<file path="src/verilog/sw_pkg.sv">
// fixed scoring constants for the alignment engine, no run-time configuration; edit here to retune
package sw_pkg;

    // 2-bit nucleotide code as carried on the sequence buses
    typedef enum logic [1:0] {
        BASE_A = 2'd0,
        BASE_C = 2'd1,
        BASE_G = 2'd2,
        BASE_T = 2'd3
    } base_t;

    // job controller states
    typedef enum logic [1:0] {
        S_IDLE   = 2'd0,
        S_CALC   = 2'd1,
        S_SELECT = 2'd2,
        S_DONE   = 2'd3
    } ctrl_state_t;

    // substitution scores
    localparam int MATCH_SCORE    = 2;
    localparam int MISMATCH_SCORE = -1;

    // affine gap penalties, the open cost covers the first gap position
    localparam int GAP_OPEN       = -2;
    localparam int GAP_EXTEND     = -1;

    // scores are floored at 0 inside the cells, so the signed width only
    // needs room for MATCH_SCORE times the longest read plus one sign bit

endpackage
</file>
<file path="src/verilog/sw_array.sv">
// systolic row of READ_LEN cells; rows at or beyond the read length hold their cleared state
`timescale 1ns/10ps

module sw_array import sw_pkg::*; #(
    parameter  int REF_LEN  = 16,
    parameter  int READ_LEN = 8,
    parameter  int SCORE_W  = 10,
    localparam int COL_W    = (REF_LEN > 1) ? $clog2(REF_LEN) : 1,
    localparam int QLEN_W   = $clog2(READ_LEN) + 1
) (
    input  logic                         clk,
    input  logic                         rst,
    input  logic                         i_clear,
    input  logic                         i_base_valid,
    input  base_t                        i_base,
    input  logic [COL_W-1:0]             i_base_col,
    input  logic [2*READ_LEN-1:0]        i_read_bases,
    input  logic [QLEN_W-1:0]            i_read_len,
    output logic [READ_LEN*SCORE_W-1:0]  o_row_best,
    output logic [READ_LEN*COL_W-1:0]    o_row_best_col
);

    // chain index j feeds cell j, index 0 is the matrix top edge
    logic signed [SCORE_W-1:0] m_chain     [0:READ_LEN];
    logic signed [SCORE_W-1:0] i_chain     [0:READ_LEN];
    logic                      valid_chain [0:READ_LEN];
    base_t                     base_chain  [0:READ_LEN];
    logic [COL_W-1:0]          col_chain   [0:READ_LEN];

    logic [READ_LEN-1:0]       row_en;

    // outside the matrix every score is 0
    assign m_chain[0]     = '0;
    assign i_chain[0]     = '0;

    // reference stream enters at row 0
    assign valid_chain[0] = i_base_valid;
    assign base_chain[0]  = i_base;
    assign col_chain[0]   = i_base_col;

    genvar j;
    generate
        for (j = 0; j < READ_LEN; j++) begin : g_row
            base_t read_base;

            // first base sits in the top pair of the read bus
            assign read_base = base_t'(i_read_bases[2*(READ_LEN-j)-1 -: 2]);
            assign row_en[j] = (QLEN_W'(j) < i_read_len);

            sw_cell #(
                .REF_LEN (REF_LEN),
                .SCORE_W (SCORE_W)
            ) cell_i (
                .clk            (clk),
                .rst            (rst),
                .i_clear        (i_clear),
                .i_row_en       (row_en[j]),
                .i_read_base    (read_base),
                .i_base_valid   (valid_chain[j]),
                .i_base         (base_chain[j]),
                .i_base_col     (col_chain[j]),
                .i_top_m        (m_chain[j]),
                .i_top_i        (i_chain[j]),
                .o_m            (m_chain[j+1]),
                .o_i            (i_chain[j+1]),
                .o_base_valid   (valid_chain[j+1]),
                .o_base         (base_chain[j+1]),
                .o_base_col     (col_chain[j+1]),
                .o_row_best     (o_row_best[j*SCORE_W +: SCORE_W]),
                .o_row_best_col (o_row_best_col[j*COL_W +: COL_W])
            );
        end
    endgenerate

    // the last cell's chain outputs leave the matrix and are not read;
    // row bests of disabled rows stay 0 after the clear and are never scanned

endmodule

</file>
<file path="src/verilog/sw_best_select.sv">
// scans one row per cycle; result holds until the next start, row bests must be stable meanwhile
`timescale 1ns/10ps

module sw_best_select #(
    parameter  int REF_LEN  = 16,
    parameter  int READ_LEN = 8,
    parameter  int SCORE_W  = 10,
    localparam int COL_W    = (REF_LEN > 1) ? $clog2(REF_LEN) : 1,
    localparam int ROW_W    = (READ_LEN > 1) ? $clog2(READ_LEN) : 1,
    localparam int QLEN_W   = $clog2(READ_LEN) + 1
) (
    input  logic                        clk,
    input  logic                        rst,
    input  logic                        i_start,
    input  logic [QLEN_W-1:0]           i_read_len,
    input  logic [READ_LEN*SCORE_W-1:0] i_row_best,
    input  logic [READ_LEN*COL_W-1:0]   i_row_best_col,
    output logic                        o_done,
    output logic signed [SCORE_W-1:0]   o_score,
    output logic [ROW_W-1:0]            o_row,
    output logic [COL_W-1:0]            o_col
);

    logic                      busy;
    logic [ROW_W-1:0]          row_cnt;
    logic signed [SCORE_W-1:0] cur_score;
    logic [COL_W-1:0]          cur_col;
    logic                      last_row;

    assign cur_score = i_row_best[row_cnt*SCORE_W +: SCORE_W];
    assign cur_col   = i_row_best_col[row_cnt*COL_W +: COL_W];
    assign last_row  = (QLEN_W'(row_cnt) == i_read_len - QLEN_W'(1));

    always_ff @(posedge clk or posedge rst) begin
        if (rst) begin
            busy    <= 1'b0;
            row_cnt <= '0;
            o_done  <= 1'b0;
            o_score <= '0;
            o_row   <= '0;
            o_col   <= '0;
        end else begin
            o_done <= 1'b0;
            if (i_start) begin
                busy    <= 1'b1;
                row_cnt <= '0;
                o_score <= '0;
                o_row   <= '0;
                o_col   <= '0;
            end else if (busy) begin
                // strictly greater, so ties keep the lowest row
                if (cur_score > o_score) begin
                    o_score <= cur_score;
                    o_row   <= row_cnt;
                    o_col   <= cur_col;
                end
                if (last_row) begin
                    busy   <= 1'b0;
                    o_done <= 1'b1;
                end else begin
                    row_cnt <= row_cnt + 1'b1;
                end
            end
        end
    end

endmodule

</file>
<file path="src/verilog/sw_cell.sv">
// one row of the score matrix; expects a gap-free run of valid bases after each clear
`timescale 1ns/10ps

module sw_cell import sw_pkg::*; #(
    parameter  int REF_LEN = 16,
    parameter  int SCORE_W = 10,
    localparam int COL_W   = (REF_LEN > 1) ? $clog2(REF_LEN) : 1
) (
    input  logic                      clk,
    input  logic                      rst,
    input  logic                      i_clear,
    input  logic                      i_row_en,
    input  base_t                     i_read_base,
    input  logic                      i_base_valid,
    input  base_t                     i_base,
    input  logic [COL_W-1:0]          i_base_col,
    input  logic signed [SCORE_W-1:0] i_top_m,
    input  logic signed [SCORE_W-1:0] i_top_i,
    output logic signed [SCORE_W-1:0] o_m,
    output logic signed [SCORE_W-1:0] o_i,
    output logic                      o_base_valid,
    output base_t                     o_base,
    output logic [COL_W-1:0]          o_base_col,
    output logic signed [SCORE_W-1:0] o_row_best,
    output logic [COL_W-1:0]          o_row_best_col
);

    localparam logic signed [SCORE_W-1:0] ZERO     = '0;
    localparam logic signed [SCORE_W-1:0] SC_MATCH = SCORE_W'(MATCH_SCORE);
    localparam logic signed [SCORE_W-1:0] SC_MISS  = SCORE_W'(MISMATCH_SCORE);
    localparam logic signed [SCORE_W-1:0] SC_OPEN  = SCORE_W'(GAP_OPEN);
    localparam logic signed [SCORE_W-1:0] SC_EXT   = SCORE_W'(GAP_EXTEND);

    function automatic logic signed [SCORE_W-1:0] max3(
        input logic signed [SCORE_W-1:0] a,
        input logic signed [SCORE_W-1:0] b,
        input logic signed [SCORE_W-1:0] c
    );
        logic signed [SCORE_W-1:0] ab;
        ab = (a > b) ? a : b;
        return (ab > c) ? ab : c;
    endfunction

    // own D of the previous column, o_m doubles as the left M
    logic signed [SCORE_W-1:0] d_q;
    // upstream row values one column back
    logic signed [SCORE_W-1:0] diag_m;
    logic signed [SCORE_W-1:0] diag_i;
    // upstream D is rebuilt here from the upstream M stream
    logic signed [SCORE_W-1:0] diag_d;

    logic                      step;
    logic signed [SCORE_W-1:0] m_cand;
    logic signed [SCORE_W-1:0] m_new;
    logic signed [SCORE_W-1:0] i_new;
    logic signed [SCORE_W-1:0] d_new;
    logic signed [SCORE_W-1:0] up_d_new;

    assign step     = i_base_valid && i_row_en;
    assign m_cand   = max3(diag_m, diag_i, diag_d) + ((i_base == i_read_base) ? SC_MATCH : SC_MISS);
    assign m_new    = (m_cand > ZERO) ? m_cand : ZERO;
    assign i_new    = max3(i_top_m + SC_OPEN, i_top_i + SC_EXT, ZERO);
    assign d_new    = max3(o_m + SC_OPEN, d_q + SC_EXT, ZERO);
    // same recurrence as d_new, one row up
    assign up_d_new = max3(diag_m + SC_OPEN, diag_d + SC_EXT, ZERO);

    always_ff @(posedge clk or posedge rst) begin
        if (rst) begin
            o_base_valid   <= 1'b0;
            o_m            <= ZERO;
            o_i            <= ZERO;
            d_q            <= ZERO;
            diag_m         <= ZERO;
            diag_i         <= ZERO;
            diag_d         <= ZERO;
            o_row_best     <= ZERO;
            o_row_best_col <= '0;
        end else if (i_clear) begin
            o_base_valid   <= 1'b0;
            o_m            <= ZERO;
            o_i            <= ZERO;
            d_q            <= ZERO;
            diag_m         <= ZERO;
            diag_i         <= ZERO;
            diag_d         <= ZERO;
            o_row_best     <= ZERO;
            o_row_best_col <= '0;
        end else begin
            o_base_valid <= i_base_valid;
            if (step) begin
                o_m    <= m_new;
                o_i    <= i_new;
                d_q    <= d_new;
                diag_m <= i_top_m;
                diag_i <= i_top_i;
                diag_d <= up_d_new;
                // strictly greater keeps the earliest column on ties
                if (m_new > o_row_best) begin
                    o_row_best     <= m_new;
                    o_row_best_col <= i_base_col;
                end
            end
        end
    end

    // base stream to the next row, one cycle later
    always_ff @(posedge clk) begin
        o_base     <= i_base;
        o_base_col <= i_base_col;
    end

endmodule

</file>
<file path="src/verilog/sw_core.sv">
// Smith-Waterman top with affine gaps; lengths are 1-based, first base in the top pair, no traceback
`timescale 1ns/10ps

module sw_core import sw_pkg::*; #(
    parameter  int REF_LEN  = 16,
    parameter  int READ_LEN = 8,
    parameter  int SCORE_W  = 10,
    localparam int COL_W    = (REF_LEN > 1) ? $clog2(REF_LEN) : 1,
    localparam int ROW_W    = (READ_LEN > 1) ? $clog2(READ_LEN) : 1,
    localparam int RLEN_W   = $clog2(REF_LEN) + 1,
    localparam int QLEN_W   = $clog2(READ_LEN) + 1
) (
    input  logic                      clk,
    input  logic                      rst,
    input  logic                      i_valid,
    input  logic [2*REF_LEN-1:0]      i_seq_ref,
    input  logic [2*READ_LEN-1:0]     i_seq_read,
    input  logic [RLEN_W-1:0]         i_ref_len,
    input  logic [QLEN_W-1:0]         i_read_len,
    output logic                      o_ready,
    input  logic                      i_ready,
    output logic                      o_valid,
    output logic signed [SCORE_W-1:0] o_score,
    output logic [ROW_W-1:0]          o_row,
    output logic [COL_W-1:0]          o_col
);

    logic                        clear;
    logic                        base_valid;
    base_t                       base;
    logic [COL_W-1:0]            base_col;
    logic [2*READ_LEN-1:0]       read_bases;
    logic [QLEN_W-1:0]           read_len;
    logic                        sel_start;
    logic                        sel_done;
    logic [READ_LEN*SCORE_W-1:0] row_best;
    logic [READ_LEN*COL_W-1:0]   row_best_col;

    sw_ctrl #(.REF_LEN(REF_LEN), .READ_LEN(READ_LEN)) ctrl_i (
        .clk(clk), .rst(rst), .i_valid(i_valid), .i_seq_ref(i_seq_ref),
        .i_seq_read(i_seq_read), .i_ref_len(i_ref_len), .i_read_len(i_read_len),
        .i_ready(i_ready), .i_sel_done(sel_done), .o_ready(o_ready), .o_valid(o_valid),
        .o_clear(clear), .o_base_valid(base_valid), .o_base(base), .o_base_col(base_col),
        .o_read_bases(read_bases), .o_read_len(read_len), .o_sel_start(sel_start)
    );

    sw_array #(.REF_LEN(REF_LEN), .READ_LEN(READ_LEN), .SCORE_W(SCORE_W)) array_i (
        .clk(clk), .rst(rst), .i_clear(clear), .i_base_valid(base_valid), .i_base(base),
        .i_base_col(base_col), .i_read_bases(read_bases), .i_read_len(read_len),
        .o_row_best(row_best), .o_row_best_col(row_best_col)
    );

    sw_best_select #(.REF_LEN(REF_LEN), .READ_LEN(READ_LEN), .SCORE_W(SCORE_W)) select_i (
        .clk(clk), .rst(rst), .i_start(sel_start), .i_read_len(read_len),
        .i_row_best(row_best), .i_row_best_col(row_best_col), .o_done(sel_done),
        .o_score(o_score), .o_row(o_row), .o_col(o_col)
    );

endmodule

</file>
<file path="src/verilog/sw_ctrl.sv">
// job FSM; one job at a time, a new job waits until the result has been taken
`timescale 1ns/10ps

module sw_ctrl import sw_pkg::*; #(
    parameter  int REF_LEN  = 16,
    parameter  int READ_LEN = 8,
    localparam int COL_W    = (REF_LEN > 1) ? $clog2(REF_LEN) : 1,
    localparam int RLEN_W   = $clog2(REF_LEN) + 1,
    localparam int QLEN_W   = $clog2(READ_LEN) + 1,
    localparam int CNT_W    = $clog2(REF_LEN + READ_LEN) + 1
) (
    input  logic                  clk,
    input  logic                  rst,
    input  logic                  i_valid,
    input  logic [2*REF_LEN-1:0]  i_seq_ref,
    input  logic [2*READ_LEN-1:0] i_seq_read,
    input  logic [RLEN_W-1:0]     i_ref_len,
    input  logic [QLEN_W-1:0]     i_read_len,
    input  logic                  i_ready,
    input  logic                  i_sel_done,
    output logic                  o_ready,
    output logic                  o_valid,
    output logic                  o_clear,
    output logic                  o_base_valid,
    output base_t                 o_base,
    output logic [COL_W-1:0]      o_base_col,
    output logic [2*READ_LEN-1:0] o_read_bases,
    output logic [QLEN_W-1:0]     o_read_len,
    output logic                  o_sel_start
);

    ctrl_state_t          state;
    ctrl_state_t          state_n;
    logic [CNT_W-1:0]     cnt;
    logic [CNT_W-1:0]     last_cnt;
    logic [RLEN_W-1:0]    ref_len;
    logic [2*REF_LEN-1:0] ref_shift;
    logic                 accept;
    logic                 calc_last;

    assign accept    = (state == S_IDLE) && i_valid;
    // wavefront spans ref_len + read_len - 1 cycles
    assign last_cnt  = CNT_W'(ref_len) + CNT_W'(o_read_len) - CNT_W'(2);
    assign calc_last = (state == S_CALC) && (cnt == last_cnt);

    assign o_ready      = (state == S_IDLE);
    assign o_valid      = (state == S_DONE);
    assign o_clear      = accept;
    assign o_sel_start  = calc_last;
    // tail cycles keep the counter running with no new base
    assign o_base_valid = (state == S_CALC) && (cnt < CNT_W'(ref_len));
    assign o_base       = base_t'(ref_shift[2*REF_LEN-1 -: 2]);
    assign o_base_col   = cnt[COL_W-1:0];

    always_comb begin
        state_n = state;
        unique case (state)
            S_IDLE:   if (accept)     state_n = S_CALC;
            S_CALC:   if (calc_last)  state_n = S_SELECT;
            S_SELECT: if (i_sel_done) state_n = S_DONE;
            S_DONE:   if (i_ready)    state_n = S_IDLE;
            default:  state_n = S_IDLE;
        endcase
    end

    always_ff @(posedge clk or posedge rst) begin
        if (rst) begin
            state <= S_IDLE;
            cnt   <= '0;
        end else begin
            state <= state_n;
            if (accept) begin
                cnt <= '0;
            end else if (state == S_CALC) begin
                cnt <= cnt + 1'b1;
            end
        end
    end

    // job payload, captured on accept
    always_ff @(posedge clk) begin
        if (accept) begin
            ref_shift    <= i_seq_ref;
            o_read_bases <= i_seq_read;
            ref_len      <= i_ref_len;
            o_read_len   <= i_read_len;
        end else if (state == S_CALC) begin
            // next reference base moves into the top pair
            ref_shift <= ref_shift << 2;
        end
    end

endmodule

</file>
<file path="config.mk">
export PLATFORM = sky130hd
export DESIGN_NAME = sw_core
export DESIGN_NICKNAME = d
export VERILOG_FILES = /design/src/verilog/sw_pkg.sv /design/src/verilog/sw_array.sv /design/src/verilog/sw_best_select.sv /design/src/verilog/sw_cell.sv /design/src/verilog/sw_core.sv /design/src/verilog/sw_ctrl.sv
export SDC_FILE = /design/constraint.sdc
export NUM_CORES = 2
export LEC_CHECK = 0
export ABC_AREA = 1
export BUFFER_PORTS_ARGS = -buffer_cell sky130_fd_sc_hd__buf_2
export CAP_MARGIN = 15
export CORE_MARGIN = 3
export CORE_UTILIZATION = 50
export CTS_CLUSTER_DIAMETER = 30
export DETAILED_ROUTE_END_ITERATION = 10
export PLACE_DENSITY_LB_ADDON = 0.08
export SLEW_MARGIN = 25
export SYNTH_ARGS = -nofsm -noshare
export SYNTH_HDL_FRONTEND = slang
export SYNTH_SLANG_ARGS = --single-unit
</file>
<file path="constraint.sdc">
create_clock -name clk -period 24.1 [get_ports clk]
set_clock_uncertainty 0.15 [all_clocks]
set_input_delay 4.82 -clock clk [delete_from_list [all_inputs] [get_ports clk]]
set_output_delay 4.82 -clock clk [all_outputs]
set_load 0.01 [all_outputs]
</file>
Yosys cells after proc, flatten, opt, wreduce, memory -nomap -nowiden
Index checks and enable logic that the tools add are counted.
{"block": "op_classes", "add_sub_neg": 41, "mul": 1, "magnitude_cmp": 69, "n_eq_ne": 18, "shift": 2, "muxes": 213, "n_reduce_logical": 42}
{"operator": "two-way mux 10 bit", "count": 158}
{"operator": "> comparator 10 bit", "count": 38}
{"operator": "> comparator 10 x 1 -> 1 bit, second input constant", "count": 22}
{"operator": "adder 10 x 1 -> 10 bit, second input constant", "count": 14}
{"operator": "adder 10 x 2 -> 10 bit, second input constant", "count": 14}
{"operator": "two-way mux 4 bit", "count": 27}
{"operator": "adder 10 bit", "count": 8}
{"operator": "variable part select 80 x 8 -> 10 bit", "count": 1}
{"operator": "two-way mux 32 bit", "count": 2}
{"operator": "nonzero test 2 bit", "count": 19}
{"operator": "variable part select 32 x 6 -> 4 bit", "count": 1}
{"operator": "AND reduction 2 bit", "count": 10}
{"operator": "two-way mux 3 bit", "count": 6}
{"operator": "equality test 2 bit", "count": 8}
{"operator": "< comparator 3 x 4 -> 1 bit, first input constant", "count": 4}
{"operator": "two-way mux 1 bit", "count": 13}
{"operator": "two-way mux 6 bit", "count": 2}
{"operator": "logical AND 1 bit", "count": 11}
{"operator": "< comparator 1 x 4 -> 1 bit, first input constant", "count": 2}
{"operator": "< comparator 2 x 4 -> 1 bit, first input constant", "count": 2}
{"operator": "two-way mux 2 bit", "count": 4}
{"operator": "case mux 2 bit (4 select lines)", "count": 1}
{"operator": "adder 5 x 4 -> 6 bit", "count": 1}
{"operator": "adder 6 x 1 -> 6 bit, second input constant", "count": 1}
{"operator": "13 further kinds", "count": 17}
{"block": "word_totals", "regBits": 608, "inputBits": 61, "output_inout_bits": 19}

Depth between registers and ports, before layout
{"block": "logic_depth", "depth_word": 11, "ltp_mapped": 55}

By module
Synthesis repeated with hierarchy kept, for this count alone.
{"block": "unflattened", "hier_cells": 6549, "area_unflattened_um2": 49162.2}
{"module": "sw_cell (array_i.g_row[0].cell_i ...)", "instances": 4, "cells_per_inst": 727, "area_each_um2": 5435.2}
{"module": "sw_cell (array_i.g_row[1].cell_i)", "instances": 1, "cells_per_inst": 729, "area_each_um2": 5480.3}
{"module": "sw_cell (array_i.g_row[2].cell_i)", "instances": 1, "cells_per_inst": 733, "area_each_um2": 5480.3}
{"module": "sw_cell (array_i.g_row[6].cell_i)", "instances": 1, "cells_per_inst": 731, "area_each_um2": 5456.5}
{"module": "sw_cell (array_i.g_row[7].cell_i)", "instances": 1, "cells_per_inst": 734, "area_each_um2": 5442.7}
{"module": "sw_ctrl", "instances": 1, "cells_per_inst": 306, "area_each_um2": 3083.0}
{"module": "sw_best_select", "instances": 1, "cells_per_inst": 394, "area_each_um2": 2421.1}
{"module": "sw_array", "instances": 1, "cells_per_inst": 14, "area_each_um2": 57.6}

Worst setup path after synthesis
OpenSTA, ideal clock, no wires.
{"block": "synth_timing", "path_type": "input port to flip-flop", "startpoint": "in i_valid", "endpoint": "reg ctrl_i.o_read_bases[0], enable pin", "setup_ps": 399, "arrival_time_ps": 6616, "required_ps": 23551, "setup_slack_ps": 16935, "cell_stages": 5, "path_buffers": 3, "path_cell_list": "nand2_1 > inv_1 > buf_1 > clkbuf_1 > buf_1"}
{"block": "synth_between", "elab_chain_len": 1}
{"item": "start, declared", "line_no": "sw_core.sv:15", "source": "input logic i_valid,"}
{"item": "logical AND 1 bit", "line_no": "sw_ctrl.sv:41", "source": "assign accept = (state == S_IDLE) && i_valid;"}
{"item": "net array_i.g_row[0].cell_i.i_clear", "line_no": "sw_cell.sv:11", "source": "input logic i_clear,"}
{"item": "end signal, assigned", "line_no": "sw_ctrl.sv:84", "source": "o_read_bases <= i_seq_read;"}
{"item": "end, declared", "line_no": "sw_ctrl.sv:27", "source": "output logic [2*READ_LEN-1:0] o_read_bases,"}
The timed path passes the listed nets, and every way through them passes these cells.
A chain may end at the register's enable or synchronous reset.

Worst setup path in the final report
{"block": "layout_timing", "startpoint": "reg array_i.g_row[5].cell_i.diag_m[5]", "endpoint": "reg array_i.g_row[5].cell_i.o_row_best[3]"}
{"block": "layout_between", "elab_chain_len": 10, "elab_cells_between_ends": 13, "cone_classes": "add/sub: 1; order compare: 4; mux: 6; reduce/logical: 2"}
{"item": "start, declared", "line_no": "sw_cell.sv:47", "source": "logic signed [SCORE_W-1:0] diag_m;"}
{"item": "start signal, assigned", "line_no": "sw_cell.sv:94", "source": "diag_m <= i_top_m;"}
{"item": "> comparator 10 bit", "line_no": "sw_cell.sv:40", "source": "ab = (a > b) ? a : b;"}
{"item": "two-way mux 10 bit *", "line_no": "sw_cell.sv:40"}
{"item": "> comparator 10 bit", "line_no": "sw_cell.sv:41", "source": "return (ab > c) ? ab : c;"}
{"item": "two-way mux 10 bit *", "line_no": "sw_cell.sv:41"}
{"item": "adder 10 bit *", "line_no": "sw_cell.sv:60", "source": "assign m_cand = max3(diag_m, diag_i, diag_d) + ((i_base == i_read_base) ? SC_MATCH : SC_MISS);"}
{"item": "> comparator 10 x 1 -> 1 bit", "line_no": "sw_cell.sv:61", "source": "assign m_new = (m_cand > ZERO) ? m_cand : ZERO;"}
{"item": "two-way mux 10 bit *", "line_no": "sw_cell.sv:61"}
{"item": "> comparator 10 bit / two-way mux 10 bit (equally long branches)", "line_no": "sw_cell.sv:98", "source": "if (m_new > o_row_best) begin"}
{"item": "nonzero test 2 bit (no line) / two-way mux 10 bit (equally long branches)"}
{"item": "AND reduction 2 bit (no line) / two-way mux 10 bit (equally long branches)"}
{"item": "end signal, assigned", "line_no": "sw_cell.sv:99", "source": "o_row_best <= m_new;"}
{"item": "end, declared", "line_no": "sw_cell.sv:24", "source": "output logic signed [SCORE_W-1:0] o_row_best,"}
Every way passes the cells marked *; elsewhere a longest branch is shown, timed or not. The select of a mux whose other input is x is not followed.

==> run_results.csv <==
group,metric,value,unit
outcome,status,"completed",
logic_synthesis,postSynthCellCount,5375,
die,die_y,294,microns
global_route,grt_pass1_vias,35417,
sta,finalSetupViolCount,0,
clock_tree,cts_buffers,143,
critical_path,critical_path_required,24.57,ns
clock_tree,cts.clk_slew.worst_paths,0.05,ns
hold_path,hold_class,"reg2reg",
finish,layout.nets,6019,
finish,fill_cells,7553,
clock_tree,cts_setup_buffers,0,
critical_path,critPathMaxStageDelay,0.64,ns
hold_path,min_from,"array_i.g_row[0].cell_i.o_base_col[0]",
finish,final_cell_area,47800,sq um
critical_path,cp.depth,47,
clock_tree,ctsResizeCount,0,
sta,fin_crit,8.68,ns
critical_path,cpMostUsedCell,"nand2_1",
sta,finalHoldViolations,0,
flow_run,max-cap-violations,0,
sta,grt_setup_unrepaired,"false",
clock_tree,cts_tree,"yes",
clock_tree,clock_latency,0.74,ns
global_route,grt_max_degree,105,
critical_path,timing.rr.start,"array_i.g_row[5].cell_i.diag_m[5]",
routing,finalWirelength,114,mm
critical_path,crit_arrival,9.15,ns
clock_tree,clock-root-buffer,"clkbuf_16",
critical_path,cp_slowest_cell,"nor2_1",
logic_synthesis,synth_top_area_cell,"dfrtp_1",
finish,mostFrequentLayoutCells,"1103 x nand2_1, 794 x inv_1, 488 x dfrtp_1, 461 x ha_1, 443 x o21ai_0",
critical_path,cp.buffers_inverters,6,
global_route,gr-total-overflow,0,
finish,layout_commonest_cell,"nand2_1",
routing,dr_wl_met2,52.2,mm
critical_path,path_class,"reg2reg",
logic_synthesis,synth_cell_types,63,
die,ios,80,
routing,wl_met1,53.1,mm
critical_path,cp_top_family,"simple AND/OR/NAND/NOR gates",
global_route,track_usage,0.267,
routing,highest_layer,"met4",
die,core_area,81300,sq um
hold_path,hold_path_end,"array_i.g_row[1].cell_i.o_base_col[0]",
routing,route.met3.wl,5.49,mm
global_route,antenna_found_initial,1,
logic_synthesis,synth_edf_count,57,
clock_tree,cts_htree_levels,4,
routing,num_vias,36121,
critical_path,worstPathMaxFanout,19,
finish,drive_above_1_share,0.0796,
logic_synthesis,synth_warnings,0,
finish,final_util,0.588,
critical_path,r2r_slack,15.42,ns
die,rows,104,
die,die_area,86400,sq um
routing,drcViolationCount,0,
logic_synthesis,async_reset_ff_frac,0.832,
logic_synthesis,netlist_top_cells_area,"dfrtp_1 30%, ha_1 14%, nand2_1 10%",
routing,ant_nets,0,
clock_tree,cts_hold_buf,0,
clock_tree,clockBufferDepth,3,
sta,max_freq,115,MHz
place,place_area,42800,sq um
sta,setup_tns,0,ns
place,portBuffers,79,
logic_synthesis,syn_area_per_cell,7.71,sq um
critical_path,ff2ff_path_depth,47,
critical_path,r2r_end,"array_i.g_row[5].cell_i.o_row_best[3]",
routing,drt-initial-drc-count,2476,
critical_path,startpoint_type,"flop",
sta,relSlewSlack,0.325,
place,place_congestion,0.905,
clock_tree,clock_sinks,588,
logic_synthesis,synth.top_cell.area_share,0.295,
finish,area_delta_synth_final,15.3,%
die,initial_core_util,0.510,
critical_path,crit_path_end_kind,"flop",
logic_synthesis,ys_ff_latch,588,
logic_synthesis,synth_flop_cell,"dfrtp_1",
logic_synthesis,syn_area,41500,sq um
global_route,grt_pass1_wl,185,mm
sta,slew_violations,0,
routing,dr.pass1.iters,6,
sta,tightest_slew,1.01,ns
logic_synthesis,ys_seq_area_frac,0.357,
routing,wl_per_cell,17.1,microns
place,dp_hpwl,86.4,mm
die,die_w,294,microns
hold_path,whs_path_depth,0,
sta,hold_slack,0.199,ns
sta,timing.final.crit_share,0.360,
routing,drt-vias-per-instance,5.41,
[layout make-up]
type	instances	area, sq um	share of cell area
multi-input cells	3839	23100	0.482
flip-flops and latches	588	14800	0.309
clock buffers	202	4130	0.0863
inverters	823	3100	0.0648
well taps	1060	1330	0.0277
clock inverters	63	852	0.0178
repair buffers	101	566	0.0118
diodes	2	5.00	0.000105
[state kept, by name (all words and copies together) (netlist names), 16 cells and up]
name                                 count
array_i.g_row.cell_i.diag_d             80
array_i.g_row.cell_i.o_row_best         80
array_i.g_row.cell_i.o_m                70
array_i.g_row.cell_i.diag_m             70
array_i.g_row.cell_i.o_i                60
array_i.g_row.cell_i.diag_i             60
array_i.g_row.cell_i.o_row_best_col     32
ctrl_i.ref_shift                        32
array_i.g_row.cell_i.o_base_col         28
ctrl_i.o_read_bases                     16
[through the flow]
stage,cells,setup slack [ns]
3_5_place_dp,6411,14.90
2_1_floorplan,5383,5.48
3_3_place_gp,6410,14.93
6_report,6678,15.42
5_1_grt,6676,14.46
4_1_cts,6676,15.43
[cells by family after synthesis]
logic type / share of synthesized area
AOI/OAI and AO/OA: 0.144
xor gates and xnor gates: 0.0524
adders and majority gates: 0.140
buffers and inverters: 0.0884
DFF: 0.357
other: 0.0000904
and+or+nand+nor: 0.219
[per-layer routing]
metal	vias up	track usage
met5	-	0
met4	0	0.0857
met3	200	0.0415
met2	740	0.437
met1	16848	0.363
li1	18333	-
[worst max-delay path by stage]
| stage | slack (ns) | start | endpoint |
|---|---|---|---|
| floorplan | 5.48 | rst | array_i.g_row[0].cell_i.diag_d[0] |
| global placement | 14.93 | rst | array_i.g_row[3].cell_i.diag_m[8] |
| detailed placement | 14.90 | rst | array_i.g_row[3].cell_i.diag_i[8] |
| CTS | 15.43 | array_i.g_row[5].cell_i.diag_m[5] | array_i.g_row[5].cell_i.o_row_best[3] |
| global route | 14.46 | array_i.g_row[5].cell_i.diag_m[9] | array_i.g_row[5].cell_i.o_row_best[3] |
| finish | 15.42 | array_i.g_row[5].cell_i.diag_m[5] | array_i.g_row[5].cell_i.o_row_best[3] |
[worst register-to-register path, delay by kind of cell (launching register included)]
kind	cells	cell delay [ns]
xor gates and xnor gates	1	0.38
adders and majority gates	5	1.30
buffers and inverters	6	0.63
and+or+nand+nor	21	3.15
DFF	1	0.41
AOI/OAI and AO/OA	14	2.54
[cells in the mapped netlist, types with 20 or more instances]
| library cell | instances |
|---|---|
| edfxtp_1 | 57 |
| xnor2_1 | 31 |
| nand2_1 | 1105 |
| o21bai_1 | 23 |
| nand3_1 | 232 |
| ha_1 | 461 |
| nand4_1 | 155 |
| nor3_1 | 86 |
| nor2_1 | 356 |
| inv_1 | 796 |
| nand2_2 | 31 |
| clkbuf_1 | 102 |
| a21oi_1 | 225 |
| xor2_1 | 215 |
| o21ai_0 | 443 |
| dfxtp_1 | 42 |
| dfrtp_1 | 489 |
| o22ai_1 | 228 |
| nor4_1 | 20 |
Power is not shown: default switching activity piles up to over one toggle a cycle in this logic, so the estimate is an artifact.
